--- src/rv_isa_pkg.sv ---
package rv_isa_pkg;

    // Major opcodes in bits 6:0 of every instruction
    localparam logic [6:0] opc_lui    = 7'b0110111;
    localparam logic [6:0] opc_auipc  = 7'b0010111;
    localparam logic [6:0] opc_jal    = 7'b1101111;
    localparam logic [6:0] opc_jalr   = 7'b1100111;
    localparam logic [6:0] opc_branch = 7'b1100011;
    localparam logic [6:0] opc_load   = 7'b0000011;
    localparam logic [6:0] opc_store  = 7'b0100011;
    localparam logic [6:0] opc_op_imm = 7'b0010011;
    localparam logic [6:0] opc_op     = 7'b0110011;

    // Branch conditions
    localparam logic [2:0] f3_beq  = 3'b000;
    localparam logic [2:0] f3_bne  = 3'b001;
    localparam logic [2:0] f3_blt  = 3'b100;
    localparam logic [2:0] f3_bge  = 3'b101;
    localparam logic [2:0] f3_bltu = 3'b110;
    localparam logic [2:0] f3_bgeu = 3'b111;

    // Integer operations, shared by OP and OP-IMM
    localparam logic [2:0] f3_add_sub = 3'b000;
    localparam logic [2:0] f3_sll     = 3'b001;
    localparam logic [2:0] f3_slt     = 3'b010;
    localparam logic [2:0] f3_sltu    = 3'b011;
    localparam logic [2:0] f3_xor     = 3'b100;
    localparam logic [2:0] f3_srl_sra = 3'b101;
    localparam logic [2:0] f3_or      = 3'b110;
    localparam logic [2:0] f3_and     = 3'b111;

    localparam logic [6:0] f7_alt = 7'b0100000; // Turns ADD into SUB and SRL into SRA

    // One struct per format, each exactly 32 bits wide with the opcode at the bottom
    typedef struct packed {
        logic [6:0] funct7; logic [4:0] rs2; logic [4:0] rs1;
        logic [2:0] funct3; logic [4:0] rd;  logic [6:0] opcode;
    } rv_fmt_r_t;

    typedef struct packed {
        logic [11:0] imm_11_0; logic [4:0] rs1; logic [2:0] funct3;
        logic [4:0]  rd;       logic [6:0] opcode;
    } rv_fmt_i_t;

    typedef struct packed {
        logic [6:0] imm_11_5; logic [4:0] rs2; logic [4:0] rs1;
        logic [2:0] funct3;   logic [4:0] imm_4_0; logic [6:0] opcode;
    } rv_fmt_s_t;

    typedef struct packed {
        logic imm_12; logic [5:0] imm_10_5; logic [4:0] rs2; logic [4:0] rs1;
        logic [2:0] funct3; logic [3:0] imm_4_1; logic imm_11; logic [6:0] opcode;
    } rv_fmt_b_t;

    typedef struct packed {
        logic [19:0] imm_31_12; logic [4:0] rd; logic [6:0] opcode;
    } rv_fmt_u_t;

    typedef struct packed {
        logic imm_20; logic [9:0] imm_10_1; logic imm_11; logic [7:0] imm_19_12;
        logic [4:0] rd; logic [6:0] opcode;
    } rv_fmt_j_t;

    // Same word seen through each format
    typedef union packed {
        rv_fmt_r_t r;
        rv_fmt_i_t i;
        rv_fmt_s_t s;
        rv_fmt_b_t b;
        rv_fmt_u_t u;
        rv_fmt_j_t j;
    } rv_instr_u;

endpackage

--- src/rv_ctrl_pkg.sv ---
package rv_ctrl_pkg;

    localparam int alu_ctrl_w = 4;

    // ALU operation codes. Add is zero so a reset stage computes 0 + 0
    localparam logic [alu_ctrl_w-1:0] alu_add    = 4'd0;
    localparam logic [alu_ctrl_w-1:0] alu_sub    = 4'd1;
    localparam logic [alu_ctrl_w-1:0] alu_sll    = 4'd2;
    localparam logic [alu_ctrl_w-1:0] alu_slt    = 4'd3;
    localparam logic [alu_ctrl_w-1:0] alu_sltu   = 4'd4;
    localparam logic [alu_ctrl_w-1:0] alu_xor    = 4'd5;
    localparam logic [alu_ctrl_w-1:0] alu_srl    = 4'd6;
    localparam logic [alu_ctrl_w-1:0] alu_sra    = 4'd7;
    localparam logic [alu_ctrl_w-1:0] alu_or     = 4'd8;
    localparam logic [alu_ctrl_w-1:0] alu_and    = 4'd9;
    localparam logic [alu_ctrl_w-1:0] alu_pass_b = 4'd10; // LUI puts the immediate straight through

    // First ALU operand source
    localparam int op_a_sel_w = 2;
    localparam logic [op_a_sel_w-1:0] a_rs1  = 2'd0;
    localparam logic [op_a_sel_w-1:0] a_pc   = 2'd1;
    localparam logic [op_a_sel_w-1:0] a_zero = 2'd2;

    // Second ALU operand source
    localparam logic b_rs2 = 1'b0;
    localparam logic b_imm = 1'b1;

    // What kind of control transfer the instruction may cause
    localparam int jump_kind_w = 2;
    localparam logic [jump_kind_w-1:0] jmp_none   = 2'd0;
    localparam logic [jump_kind_w-1:0] jmp_branch = 2'd1; // Taken only when the funct3 compare holds
    localparam logic [jump_kind_w-1:0] jmp_jal    = 2'd2;
    localparam logic [jump_kind_w-1:0] jmp_jalr   = 2'd3;

endpackage

--- src/rv_decoder.sv ---
`timescale 1ns/1ps

module rv_decoder (
    input  rv_isa_pkg::rv_instr_u                instr,
    output logic [rv_ctrl_pkg::alu_ctrl_w-1:0]   alu_ctrl,
    output logic [rv_ctrl_pkg::op_a_sel_w-1:0]   op_a_sel,
    output logic                                 op_b_sel,
    output logic [rv_ctrl_pkg::jump_kind_w-1:0]  jump_kind,
    output logic [2:0]                           funct3,
    output logic [31:0]                          imm,
    output logic                                 mem_read,
    output logic                                 mem_write,
    output logic                                 reg_write,
    output logic                                 mem_to_reg,
    output logic [4:0]                           rd
);
    import rv_isa_pkg::*;
    import rv_ctrl_pkg::*;

    logic writes_rd; // Instruction format carries a destination register

    // Shared funct3 decode for OP and OP-IMM; alt is the funct7 bit that flips SUB and SRA
    function automatic logic [alu_ctrl_w-1:0] alu_decode(input logic [2:0] f3,
                                                         input logic allow_sub,
                                                         input logic alt);
        case (f3)
            f3_add_sub: alu_decode = (allow_sub && alt) ? alu_sub : alu_add;
            f3_sll:     alu_decode = alu_sll;
            f3_slt:     alu_decode = alu_slt;
            f3_sltu:    alu_decode = alu_sltu;
            f3_xor:     alu_decode = alu_xor;
            f3_srl_sra: alu_decode = alt ? alu_sra : alu_srl; // Shift-immediates also use funct7
            f3_or:      alu_decode = alu_or;
            default:    alu_decode = alu_and;
        endcase
    endfunction

    always_comb
    begin
        // Defaults describe a bubble
        alu_ctrl   = alu_add;
        op_a_sel   = a_rs1;
        op_b_sel   = b_rs2;
        jump_kind  = jmp_none;
        funct3     = instr.r.funct3;
        imm        = '0;
        mem_read   = 1'b0;
        mem_write  = 1'b0;
        mem_to_reg = 1'b0;
        writes_rd  = 1'b0;

        case (instr.r.opcode)
            opc_lui:
            begin
                alu_ctrl  = alu_pass_b;
                op_a_sel  = a_zero;
                op_b_sel  = b_imm;
                imm       = {instr.u.imm_31_12, 12'b0};
                writes_rd = 1'b1;
            end
            opc_auipc:
            begin
                op_a_sel  = a_pc;  // pc + upper immediate
                op_b_sel  = b_imm;
                imm       = {instr.u.imm_31_12, 12'b0};
                writes_rd = 1'b1;
            end
            opc_jal:
            begin
                jump_kind = jmp_jal;
                op_a_sel  = a_pc;
                op_b_sel  = b_imm;
                imm       = {{12{instr.j.imm_20}}, instr.j.imm_19_12, instr.j.imm_11,
                             instr.j.imm_10_1, 1'b0};
                writes_rd = 1'b1; // Link register gets pc + 4
            end
            opc_jalr:
            begin
                jump_kind = jmp_jalr;
                op_b_sel  = b_imm;
                imm       = {{20{instr.i.imm_11_0[11]}}, instr.i.imm_11_0};
                writes_rd = 1'b1;
            end
            opc_branch:
            begin
                jump_kind = jmp_branch;
                alu_ctrl  = alu_sub; // Compare itself happens in the execute stage
                imm       = {{20{instr.b.imm_12}}, instr.b.imm_11, instr.b.imm_10_5,
                             instr.b.imm_4_1, 1'b0};
            end
            opc_load:
            begin
                op_b_sel   = b_imm;
                imm        = {{20{instr.i.imm_11_0[11]}}, instr.i.imm_11_0};
                mem_read   = 1'b1;
                mem_to_reg = 1'b1;
                writes_rd  = 1'b1;
            end
            opc_store:
            begin
                op_b_sel  = b_imm;
                imm       = {{20{instr.s.imm_11_5[6]}}, instr.s.imm_11_5, instr.s.imm_4_0};
                mem_write = 1'b1;
            end
            opc_op_imm:
            begin
                alu_ctrl  = alu_decode(instr.i.funct3, 1'b0, instr.r.funct7 == f7_alt);
                op_b_sel  = b_imm;
                imm       = {{20{instr.i.imm_11_0[11]}}, instr.i.imm_11_0};
                writes_rd = 1'b1;
            end
            opc_op:
            begin
                alu_ctrl  = alu_decode(instr.r.funct3, 1'b1, instr.r.funct7 == f7_alt);
                writes_rd = 1'b1;
            end
            default:
            begin
                writes_rd = 1'b0; // Unknown, CSR, fence and system all stay bubbles
            end
        endcase
    end

    // Formats without rd report x0, and x0 is never written
    assign rd        = writes_rd ? instr.r.rd : 5'd0;
    assign reg_write = writes_rd && (instr.r.rd != 5'd0);

endmodule

--- src/rv_alu.sv ---
`timescale 1ns/1ps

module rv_alu (
    input  logic [rv_ctrl_pkg::alu_ctrl_w-1:0] alu_ctrl,
    input  logic [31:0]                        a,
    input  logic [31:0]                        b,
    output logic [31:0]                        result
);
    import rv_ctrl_pkg::*;

    logic [4:0] shamt; // Only the low five bits of b count for shifts

    assign shamt = b[4:0];

    always_comb
    begin
        case (alu_ctrl)
            alu_add:    result = a + b;
            alu_sub:    result = a - b;
            alu_sll:    result = a << shamt;
            alu_slt:
            begin
                // Signed compare, result is 0 or 1
                result = {31'b0, $signed(a) < $signed(b)};
            end
            alu_sltu:   result = {31'b0, a < b};
            alu_xor:    result = a ^ b;
            alu_srl:    result = a >> shamt;
            alu_sra:
            begin
                // Arithmetic shift keeps the sign bit
                result = $unsigned($signed(a) >>> shamt);
            end
            alu_or:     result = a | b;
            alu_and:    result = a & b;
            alu_pass_b: result = b;
            default:    result = '0; // Unused codes give zero
        endcase
    end

endmodule

--- src/rv_execute.sv ---
`timescale 1ns/1ps

module rv_execute (
    input  logic                                 clk,
    input  logic                                 rst,
    input  logic [rv_ctrl_pkg::alu_ctrl_w-1:0]   alu_ctrl,
    input  logic [rv_ctrl_pkg::op_a_sel_w-1:0]   op_a_sel,
    input  logic                                 op_b_sel,
    input  logic [rv_ctrl_pkg::jump_kind_w-1:0]  jump_kind,
    input  logic [2:0]                           funct3,
    input  logic [31:0]                          imm,
    input  logic                                 mem_read_in,
    input  logic                                 mem_write_in,
    input  logic                                 reg_write_in,
    input  logic                                 mem_to_reg_in,
    input  logic [4:0]                           rd_in,
    input  logic [31:0]                          rs1_value,
    input  logic [31:0]                          rs2_value,
    input  logic [31:0]                          pc,
    input  logic [31:0]                          alu_result,
    output logic [rv_ctrl_pkg::alu_ctrl_w-1:0]   alu_ctrl_q,
    output logic [31:0]                          alu_a,
    output logic [31:0]                          alu_b,
    output logic [31:0]                          result,
    output logic [31:0]                          target,
    output logic                                 take_jump,
    output logic                                 mem_read,
    output logic                                 mem_write,
    output logic                                 reg_write,
    output logic                                 mem_to_reg,
    output logic [4:0]                           rd,
    output logic [31:0]                          store_data
);
    import rv_ctrl_pkg::*;

    logic [op_a_sel_w-1:0]  op_a_sel_q;
    logic                   op_b_sel_q;
    logic [jump_kind_w-1:0] jump_kind_q;
    logic [2:0]             funct3_q;
    logic [31:0]            imm_q, rs1_q, pc_q;
    logic                   branch_cond;      // funct3 comparison of rs1 and rs2
    logic                   is_jump;          // JAL or JALR, always taken
    logic [31:0]            jalr_sum;

    // Stage register, every field cleared so a reset stage looks like a bubble
    always_ff @(posedge clk or posedge rst)
    begin
        if (rst)
        begin
            alu_ctrl_q  <= '0;
            op_a_sel_q  <= '0;
            op_b_sel_q  <= 1'b0;
            jump_kind_q <= '0;
            funct3_q    <= '0;
            imm_q       <= '0;
            rs1_q       <= '0;
            store_data  <= '0;
            pc_q        <= '0;
            mem_read    <= 1'b0;
            mem_write   <= 1'b0;
            reg_write   <= 1'b0;
            mem_to_reg  <= 1'b0;
            rd          <= '0;
        end
        else
        begin
            alu_ctrl_q  <= alu_ctrl;
            op_a_sel_q  <= op_a_sel;
            op_b_sel_q  <= op_b_sel;
            jump_kind_q <= jump_kind;
            funct3_q    <= funct3;
            imm_q       <= imm;
            rs1_q       <= rs1_value;
            store_data  <= rs2_value; // Registered rs2 also feeds the compare and operand b
            pc_q        <= pc;
            mem_read    <= mem_read_in;
            mem_write   <= mem_write_in;
            reg_write   <= reg_write_in;
            mem_to_reg  <= mem_to_reg_in;
            rd          <= rd_in;
        end
    end

    // Operand multiplexers in front of the ALU
    always_comb
    begin
        case (op_a_sel_q)
            a_rs1:   alu_a = rs1_q;
            a_pc:    alu_a = pc_q;
            default: alu_a = '0; // a_zero for LUI
        endcase
    end

    assign alu_b = (op_b_sel_q == b_imm) ? imm_q : store_data;

    // Branch condition, funct3 values 010 and 011 never take
    always_comb
    begin
        case (funct3_q)
            3'b000:  branch_cond = (rs1_q == store_data);
            3'b001:  branch_cond = (rs1_q != store_data);
            3'b100:  branch_cond = ($signed(rs1_q) <  $signed(store_data));
            3'b101:  branch_cond = ($signed(rs1_q) >= $signed(store_data));
            3'b110:  branch_cond = (rs1_q <  store_data);
            3'b111:  branch_cond = (rs1_q >= store_data);
            default: branch_cond = 1'b0;
        endcase
    end

    assign is_jump   = (jump_kind_q == jmp_jal) || (jump_kind_q == jmp_jalr);
    assign take_jump = is_jump || ((jump_kind_q == jmp_branch) && branch_cond);

    // Jumps write the link value; everything else writes the ALU output
    assign result = is_jump ? pc_q + 32'd4 : alu_result;

    assign jalr_sum = rs1_q + imm_q;
    assign target   = (jump_kind_q == jmp_jalr) ? {jalr_sum[31:1], 1'b0} : pc_q + imm_q;

endmodule

--- src/rv_exec_top.sv ---
`timescale 1ns/1ps

module rv_exec_top (
    input  logic        clk,
    input  logic        rst,
    input  logic [31:0] instr,
    input  logic [31:0] rs1_value,
    input  logic [31:0] rs2_value,
    input  logic [31:0] pc,
    output logic [31:0] result,
    output logic [31:0] target,
    output logic        take_jump,
    output logic        mem_read,
    output logic        mem_write,
    output logic [31:0] store_data,
    output logic        reg_write,
    output logic        mem_to_reg,
    output logic [4:0]  rd
);
    import rv_ctrl_pkg::*;

    // Decoder outputs, sampled by the execute stage
    logic [alu_ctrl_w-1:0]  alu_ctrl;
    logic [op_a_sel_w-1:0]  op_a_sel;
    logic                   op_b_sel;
    logic [jump_kind_w-1:0] jump_kind;
    logic [2:0]             funct3;
    logic [31:0]            imm;
    logic                   dec_mem_read, dec_mem_write, dec_reg_write, dec_mem_to_reg;
    logic [4:0]             dec_rd;

    // Loop between the execute stage and the ALU
    logic [alu_ctrl_w-1:0]  alu_ctrl_q;
    logic [31:0]            alu_a, alu_b, alu_result;

    rv_decoder dec0 (
        .instr(instr), .alu_ctrl(alu_ctrl), .op_a_sel(op_a_sel), .op_b_sel(op_b_sel),
        .jump_kind(jump_kind), .funct3(funct3), .imm(imm), .mem_read(dec_mem_read),
        .mem_write(dec_mem_write), .reg_write(dec_reg_write), .mem_to_reg(dec_mem_to_reg),
        .rd(dec_rd)
    );

    rv_execute ex0 (
        .clk(clk), .rst(rst), .alu_ctrl(alu_ctrl), .op_a_sel(op_a_sel), .op_b_sel(op_b_sel),
        .jump_kind(jump_kind), .funct3(funct3), .imm(imm), .mem_read_in(dec_mem_read),
        .mem_write_in(dec_mem_write), .reg_write_in(dec_reg_write),
        .mem_to_reg_in(dec_mem_to_reg), .rd_in(dec_rd), .rs1_value(rs1_value),
        .rs2_value(rs2_value), .pc(pc), .alu_result(alu_result), .alu_ctrl_q(alu_ctrl_q),
        .alu_a(alu_a), .alu_b(alu_b), .result(result), .target(target),
        .take_jump(take_jump), .mem_read(mem_read), .mem_write(mem_write),
        .reg_write(reg_write), .mem_to_reg(mem_to_reg), .rd(rd), .store_data(store_data)
    );

    rv_alu alu0 (.alu_ctrl(alu_ctrl_q), .a(alu_a), .b(alu_b), .result(alu_result));

endmodule

--- config.mk ---
export PLATFORM = sky130hd
export DESIGN_NAME = rv_exec_top
export DESIGN_NICKNAME = d
export VERILOG_FILES = /design/src/rv_isa_pkg.sv /design/src/rv_ctrl_pkg.sv /design/src/rv_decoder.sv /design/src/rv_alu.sv /design/src/rv_execute.sv /design/src/rv_exec_top.sv
export SDC_FILE = /design/constraint.sdc
export NUM_CORES = 1
export LEC_CHECK = 0
export BUFFER_PORTS_ARGS = -buffer_cell sky130_fd_sc_hd__buf_2
export CORE_MARGIN = 2
export CORE_UTILIZATION = 40
export DETAILED_ROUTE_END_ITERATION = 8
export MAX_ROUTING_LAYER = met4
export PLACE_DENSITY = 0.61
export SYNTH_ARGS = -nofsm -noshare
export SYNTH_HDL_FRONTEND = slang
export SYNTH_HIERARCHICAL = 1
export SYNTH_SLANG_ARGS = --single-unit
--- constraint.sdc ---
create_clock -name clk -period 6.4 [get_ports clk]
set_input_delay 0.96 -clock clk [delete_from_list [all_inputs] [get_ports clk]]
set_output_delay 0.96 -clock clk [all_outputs]
set_load 0.05 [all_outputs]
==> reports/results.ini, run 1 <==
[setup_path]
criticalPathCategory=reg2out
cp_top_family=compound AO/OA/AOI/OAI gates
cpMostUsedCell=a21boi_2
worstSetupEndpointType=output pin
slowest_stage=o21ai_0
critical_path_peak_fanout=27
path_buf_inv=2
worst_ep_arrival_time_ns=5.18
critPathRequiredTime_ns=5.44
worst_setup_path_start_kind=flop
crit_chain=o21ai_0 -> inv_1 -> ha_1 -> or3_4 -> o21bai_1 -> a21bo_2 -> o21ai_1 -> a21boi_2 -> a21boi_2 -> o311ai_4 -> o221ai_1 -> a211o_1 -> nor2_1 -> a21oi_1 -> buf_2
cpPeakStageDelay_ns=0.65

[clock_network]
clock_path_buffers=2
htreeDepth=4
clock_sinks=149
clk_pin_slew_ns=0.06
cts_made_buffers=17
cts-root-buf=clkbuf_16
ctsHoldBuffers=0
postCtsSetupBuffers=0
cts_tree=done

[detailed_routing]
num_vias=21200
wl_per_cell_um=26.3
drc_errors=0
drt_iter0_drc=2205
vias_per_cell=6.36
first_pass_iters=5
wl_um=87800
ant_nets=0

[pwr]
p_leak_uw=0.0103
power.density_nw_per_um2=173
peakVddDrop_uv=218

[timing]
finalMaxSlewViolations=0
worst_pin_slew_ns=1.05
totalNegativeSetupSlack_ns=0
setup_viol=0
final.min_clock_period_ns=6.14
rsz0062_at_grt=false
finalCritPeriodShare=0.959
fmax_ghz=0.163
hold_violations=0
slew_headroom=0.297

[synth]
synth_edf_count=0
async_flop_share=1.00
synth.distinct_cells=109
ys.flop_type=dfrtp_1
seq_area_frac_synth=0.191
yosysTopAreaCell=dfrtp_1
syn_inst=2522
synth-seq-cells=149
netlist_area_sq_um=19500
ys_warn_count=6
yosysTopAreaCellShare=0.191
syn_avg_cell_area_sq_um=7.75
synth_area_leaders=dfrtp_1, ha_1, a21oi_1
synth_nets=2850

[global_route]
antenna_found_initial=3
grt_max_degree=98
gr-total-overflow=0
grt_pass1_wl_um=129000
first_global_vias=20400
grt_util_all_layers=0.349

[min_path]
hold_path.class=in2reg
hold-path-cell-count=1
holdPathEnd=ex0/store_data[3]
min_from=rs2_value[3]

[die]
core_sq_um=47900
row_count=80
num_io_pins=236
die_x_um=225
start_util=0.407
die_area_sq_um=50600
die_h_um=225

[placed_design]
dp_hpwl_um=71400
io_buffers=235
post_dp_cell_area_sq_um=21500
place_congestion=1.02

[finish]
design_area_sq_um=22200
final_common_cell=nor2_1
layout-drive-gt1-share=0.178
finalNetCount=3032
final_cell_mix=nor2_1, buf_2, a21oi_1
area_delta_synth_final_pct=13.5

[status]
run_status=complete, no violations

[job]
drv_cap=0

power breakdown:
| part | switching [uW] | internal (uW) |
|---|---|---|
| clock network | 410 | 614 |
| registers | 60.1 | 980 |
| logic | 1210 | 567 |
| total | 1680 | 2160 |
metrics by stage:
stage / setup WS [ns] / utilization / cells / power, uW / hold slack [ns]
2_1_floorplan: 0.598 / - / 2522 / 2240 / 0.991
3_3_place_gp: 0.535 / 0.449 / 3300 / 2780 / 1.07
3_5_place_dp: 0.517 / 0.449 / 3300 / 2780 / 1.07
4_1_cts: 0.0259 / 0.461 / 3331 / 3820 / 0.596
5_1_grt: 0.0436 / 0.462 / 3333 / 4010 / 0.604
6_report: 0.264 / 0.462 / 3335 / 3840 / 0.610
cells in the mapped netlist, types with 10 or more instances:
library cell	count
nand2_1	205
o21a_1	15
nor2b_1	25
o2111ai_1	13
mux4_2	22
mux2i_1	106
a211o_1	14
a22oi_1	18
a31oi_1	22
nor4_1	10
o21bai_1	23
a221o_1	18
nor3_1	41
or3_1	14
clkbuf_1	94
xnor2_1	42
nand2b_1	26
buf_1	17
mux2_2	23
o221ai_1	15
o22ai_1	22
nand4_1	32
a211oi_1	25
and2_1	24
o21ai_1	12
dfrtp_1	149
a221oi_1	27
a21oi_1	231
a21o_1	69
o31ai_1	14
xor2_1	37
nor2_1	286
nand3_1	57
o211ai_1	27
and3_1	14
buf_2	27
buf_4	10
ha_1	194
o21ai_0	178
inv_1	156
repair_timing:
| action | CTS | global route |
|---|---|---|
| gates resized for setup | 0 | 19 |
| hold endpoints to repair | 0 | 0 |
| endpoints found under the setup margin | 0 | 8 |
cell type report:
type,instances,area [sq um]
clock buffers,20,437
well taps,615,769
multi-input cells,2056,14600
fillers,4849,25800
clock inverters,11,153
inverters,161,613
diodes,4,10.0
repair buffers,319,1840
flip-flops and latches,149,3730
layer usage:
layer,global-route usage,share of wire,vias up
met5,-,0,-
met4,0.143,0.044,0
met3,0.0536,0.082,175
met2,0.537,0.45,1106
met1,0.459,0.43,10400
li1,-,-,9577
how the worst max path moves through the flow:
stage,from,endpoint,depth (start not counted)
6_report,ex0/op_b_sel_q,result[23],15
5_1_grt,ex0/op_b_sel_q,result[0],17
4_1_cts,ex0/op_a_sel_q[0],result[27],17
3_5_place_dp,ex0/op_a_sel_q[0],result[27],17
3_3_place_gp,ex0/op_a_sel_q[0],result[27],17
2_1_floorplan,ex0/store_data[2],result[29],16
logic make-up after synthesis:
group | share of synthesized area
compound gates | 0.293
simple gates | 0.191
buf+inv | 0.0676
fa+ha+maj | 0.128
mux | 0.0937
flops | 0.191
xor+xnor | 0.0354
Power figures use the tool's default switching activity.
==> run 2, diff against run 1 <==
==> constraint.sdc (replaced) <==
create_clock -name clk -period 7 [get_ports clk]
set_input_delay 1.05 -clock clk [delete_from_list [all_inputs] [get_ports clk]]
set_output_delay 1.05 -clock clk [all_outputs]
set_load 0.05 [all_outputs]
==> run 2 against run 1 <==
Net effect:
- utilization is 0.37 points lower
- clock power shrank 8%
- worst setup slack got worse by 0.13 ns
- highest routed layer unchanged
- cell area decreased by 0.79%
- sequential power down 8%
- combinational power is 8% lower
- hold slack improved by 0.089 ns
- routed wire length rose by 2.1%
- final cell count down 0.66%
- via count shrank 0.82%
- global-route usage is 0.99 points higher
- critical path depth up 1
==> reports/results.ini, run 2 (synthesized netlist as in run 1, its figures left out) <==
[status]
run_status=complete, no violations  ; unchanged

[placed_design]
place_congestion=0.984  ; was 1.02
dp_hpwl_um=72500  ; was 71400 um
post_dp_cell_area_sq_um=21400  ; was 21500 sq um
io_buffers=235  ; unchanged
placedCellCount=3280  ; was 3300

[timing]
finalMaxSlewViolations=0  ; unchanged
setup_viol=0  ; unchanged
final.min_clock_period_ns=6.86
finalCritPeriodShare=0.980
totalNegativeSetupSlack_ns=0  ; unchanged
slew_headroom=0.235  ; was 0.297
worst_pin_slew_ns=1.14  ; was 1.05 ns
rsz0062_at_grt=false  ; unchanged
fmax_ghz=0.146
hold_violations=0  ; unchanged

[setup_path]
slowest_stage=dfrtp_2  ; was o21ai_0
worstSetupEndpointType=output pin  ; unchanged
worst_ep_arrival_time_ns=5.81  ; was 5.18 ns
worst_setup_path_start_kind=flop  ; unchanged
criticalPathCategory=reg2out  ; unchanged
cpPeakStageDelay_ns=0.63  ; was 0.65 ns
critPathRequiredTime_ns=5.95  ; was 5.44 ns
cpMostUsedCell=a21oi_1  ; was a21boi_2
crit_chain=mux2i_1 -> nor2_1 -> inv_1 -> fa_1 -> nand3b_1 -> a21oi_1 -> nand2b_1 -> a311o_1 -> a211o_1 -> a21oi_1 -> o41ai_1 -> a221oi_1 -> o2111ai_1 -> nor2_1 -> a21oi_1 -> buf_2  ; was o21ai_0 -> inv_1 -> ha_1 -> or3_4 -> o21bai_1 -> a21bo_2 -> o21ai_1 -> a21boi_2 -> a21boi_2 -> o311ai_4 -> o221ai_1 -> a211o_1 -> nor2_1 -> a21oi_1 -> buf_2
critical_path_peak_fanout=14  ; was 27

[die]
die_x_um=225  ; unchanged
die_area_sq_um=50600  ; unchanged
die_h_um=225  ; unchanged
core_sq_um=47900  ; unchanged
start_util=0.407  ; unchanged
num_io_pins=236  ; unchanged
row_count=80  ; unchanged

[min_path]
min_from=rs1_value[30]  ; was rs2_value[3]
hold-path-cell-count=1  ; unchanged
holdPathEnd=ex0/rs1_q[30]  ; was ex0/store_data[3]
hold_path.class=in2reg  ; unchanged

[clock_network]
htreeDepth=4  ; unchanged
cts_tree=done  ; unchanged
clock_sinks=149  ; unchanged
cts_made_buffers=17  ; unchanged
clk_pin_slew_ns=0.07  ; was 0.06 ns
cts-root-buf=clkbuf_16  ; unchanged
ctsHoldBuffers=0  ; unchanged
clock_path_buffers=2  ; unchanged

[finish]
area_delta_synth_final_pct=12.6  ; was 13.5%
final_cells=3313  ; was 3335
layout-drive-gt1-share=0.171  ; was 0.178
final_cell_mix=nor2_1, buf_2, a21oi_1  ; unchanged
design_area_sq_um=22000  ; was 22200 sq um
fill_cells=4847  ; was 4849
finalNetCount=3012  ; was 3032
final_common_cell=nor2_1  ; unchanged

[global_route]
first_global_vias=20200  ; was 20400
antenna_found_initial=1  ; was 3
grt_util_all_layers=0.359  ; was 0.349
gr-total-overflow=0  ; unchanged
grt_pass1_wl_um=131000  ; was 129000 um
grt_max_degree=92  ; was 98

[detailed_routing]
num_vias=21000  ; was 21200
drt_iter0_drc=2272  ; was 2205
drc_errors=0  ; unchanged
vias_per_cell=6.35  ; was 6.36
wl_um=89600  ; was 87800 um
wl_per_cell_um=27.1  ; was 26.3 um
ant_nets=0  ; unchanged
first_pass_iters=5  ; unchanged

[pwr]
p_leak_uw=0.0102  ; was 0.0103 uW
power.density_nw_per_um2=160  ; was 173 nW/um^2
peakVddDrop_uv=189  ; was 218 uV
total_power_uw=3510  ; was 3840 uW

[job]
drv_cap=0  ; unchanged

## run 2: cell types whose count changed in the layout (fill, tap and decap cells not counted), moves of 3 or more
cell,change
nor2_1,+5
nor2_2,-5
buf_4,-18
o21ai_1,-5
diode_2,-3
o21ai_0,+5
## run 2: worst max-delay path by stage
stage / endpoint / slack [ns] / cells after the start / start
after floorplan: result[29] / 1.11 / 16 / ex0/store_data[2]
after global placement: result[20] / 0.72 / 17 / ex0/op_a_sel_q[0]
after detailed placement: result[20] / 0.72 / 17 / ex0/op_a_sel_q[0]
after CTS: result[20] / 0.23 / 17 / ex0/op_a_sel_q[0]
after global routing: result[22] / 0.009 / 17 / ex0/op_a_sel_q[0]
final: result[22] / 0.14 / 16 / ex0/op_a_sel_q[0]
## run 2: stage by stage
| stage | worst slack (ns) | hold WS [ns] | utilization |
|---|---|---|---|
| 3_5_place_dp | 0.723 | 1.16 | 0.446 |
| 2_1_floorplan | 1.11 | 1.08 | - |
| 4_1_cts | 0.227 | 0.681 | 0.459 |
| 6_report | 0.139 | 0.700 | 0.459 |
| 3_3_place_gp | 0.725 | 1.16 | 0.446 |
| 5_1_grt | 0.00927 | 0.682 | 0.459 |
## run 2: layout make-up
| type | count | area, sq um | share of cell area |
|---|---|---|---|
| inverter | 161 | 609 | 0.0277 |
| tap | 615 | 769 | 0.0350 |
| antenna | 1 | 2.50 | 0.000114 |
| clock buffer | 20 | 457 | 0.0208 |
| clock inverter | 12 | 144 | 0.00654 |
| multi-input combinational | 2056 | 14600 | 0.664 |
| sequential | 149 | 3730 | 0.170 |
| timing repair buffer | 299 | 1680 | 0.0765 |
## run 2: timing repair
action                     CTS  global route
buffers inserted             0             0
setup endpoints to repair    0             2
resized for setup            0             1
## run 2: power by group
| group | internal, uW | total, uW | switching [uW] |
|---|---|---|---|
| clock network | 548 | 934 | 386 |
| logic | 508 | 1630 | 1120 |
| registers | 895 | 953 | 57.7 |
| total | 1950 | 3510 | 1560 |
## run 2: worst max-delay path, delay by kind of cell, from the launching register on
kind / cells / cell delay [ns]
muxes: 1 / 0.15
AOI/OAI and AO/OA: 8 / 2.31
buffers and inverters: 2 / 0.55
adders and majority gates: 1 / 0.53
DFF: 1 / 0.63
and+or+nand+nor: 4 / 1.16
## run 2: layer usage
metal | routed length [um] | GRT usage
met1 | 38100 | 0.481
met2 | 40800 | 0.555
met3 | 7390 | 0.0454
met4 | 3390 | 0.133
met5 | 0 | -
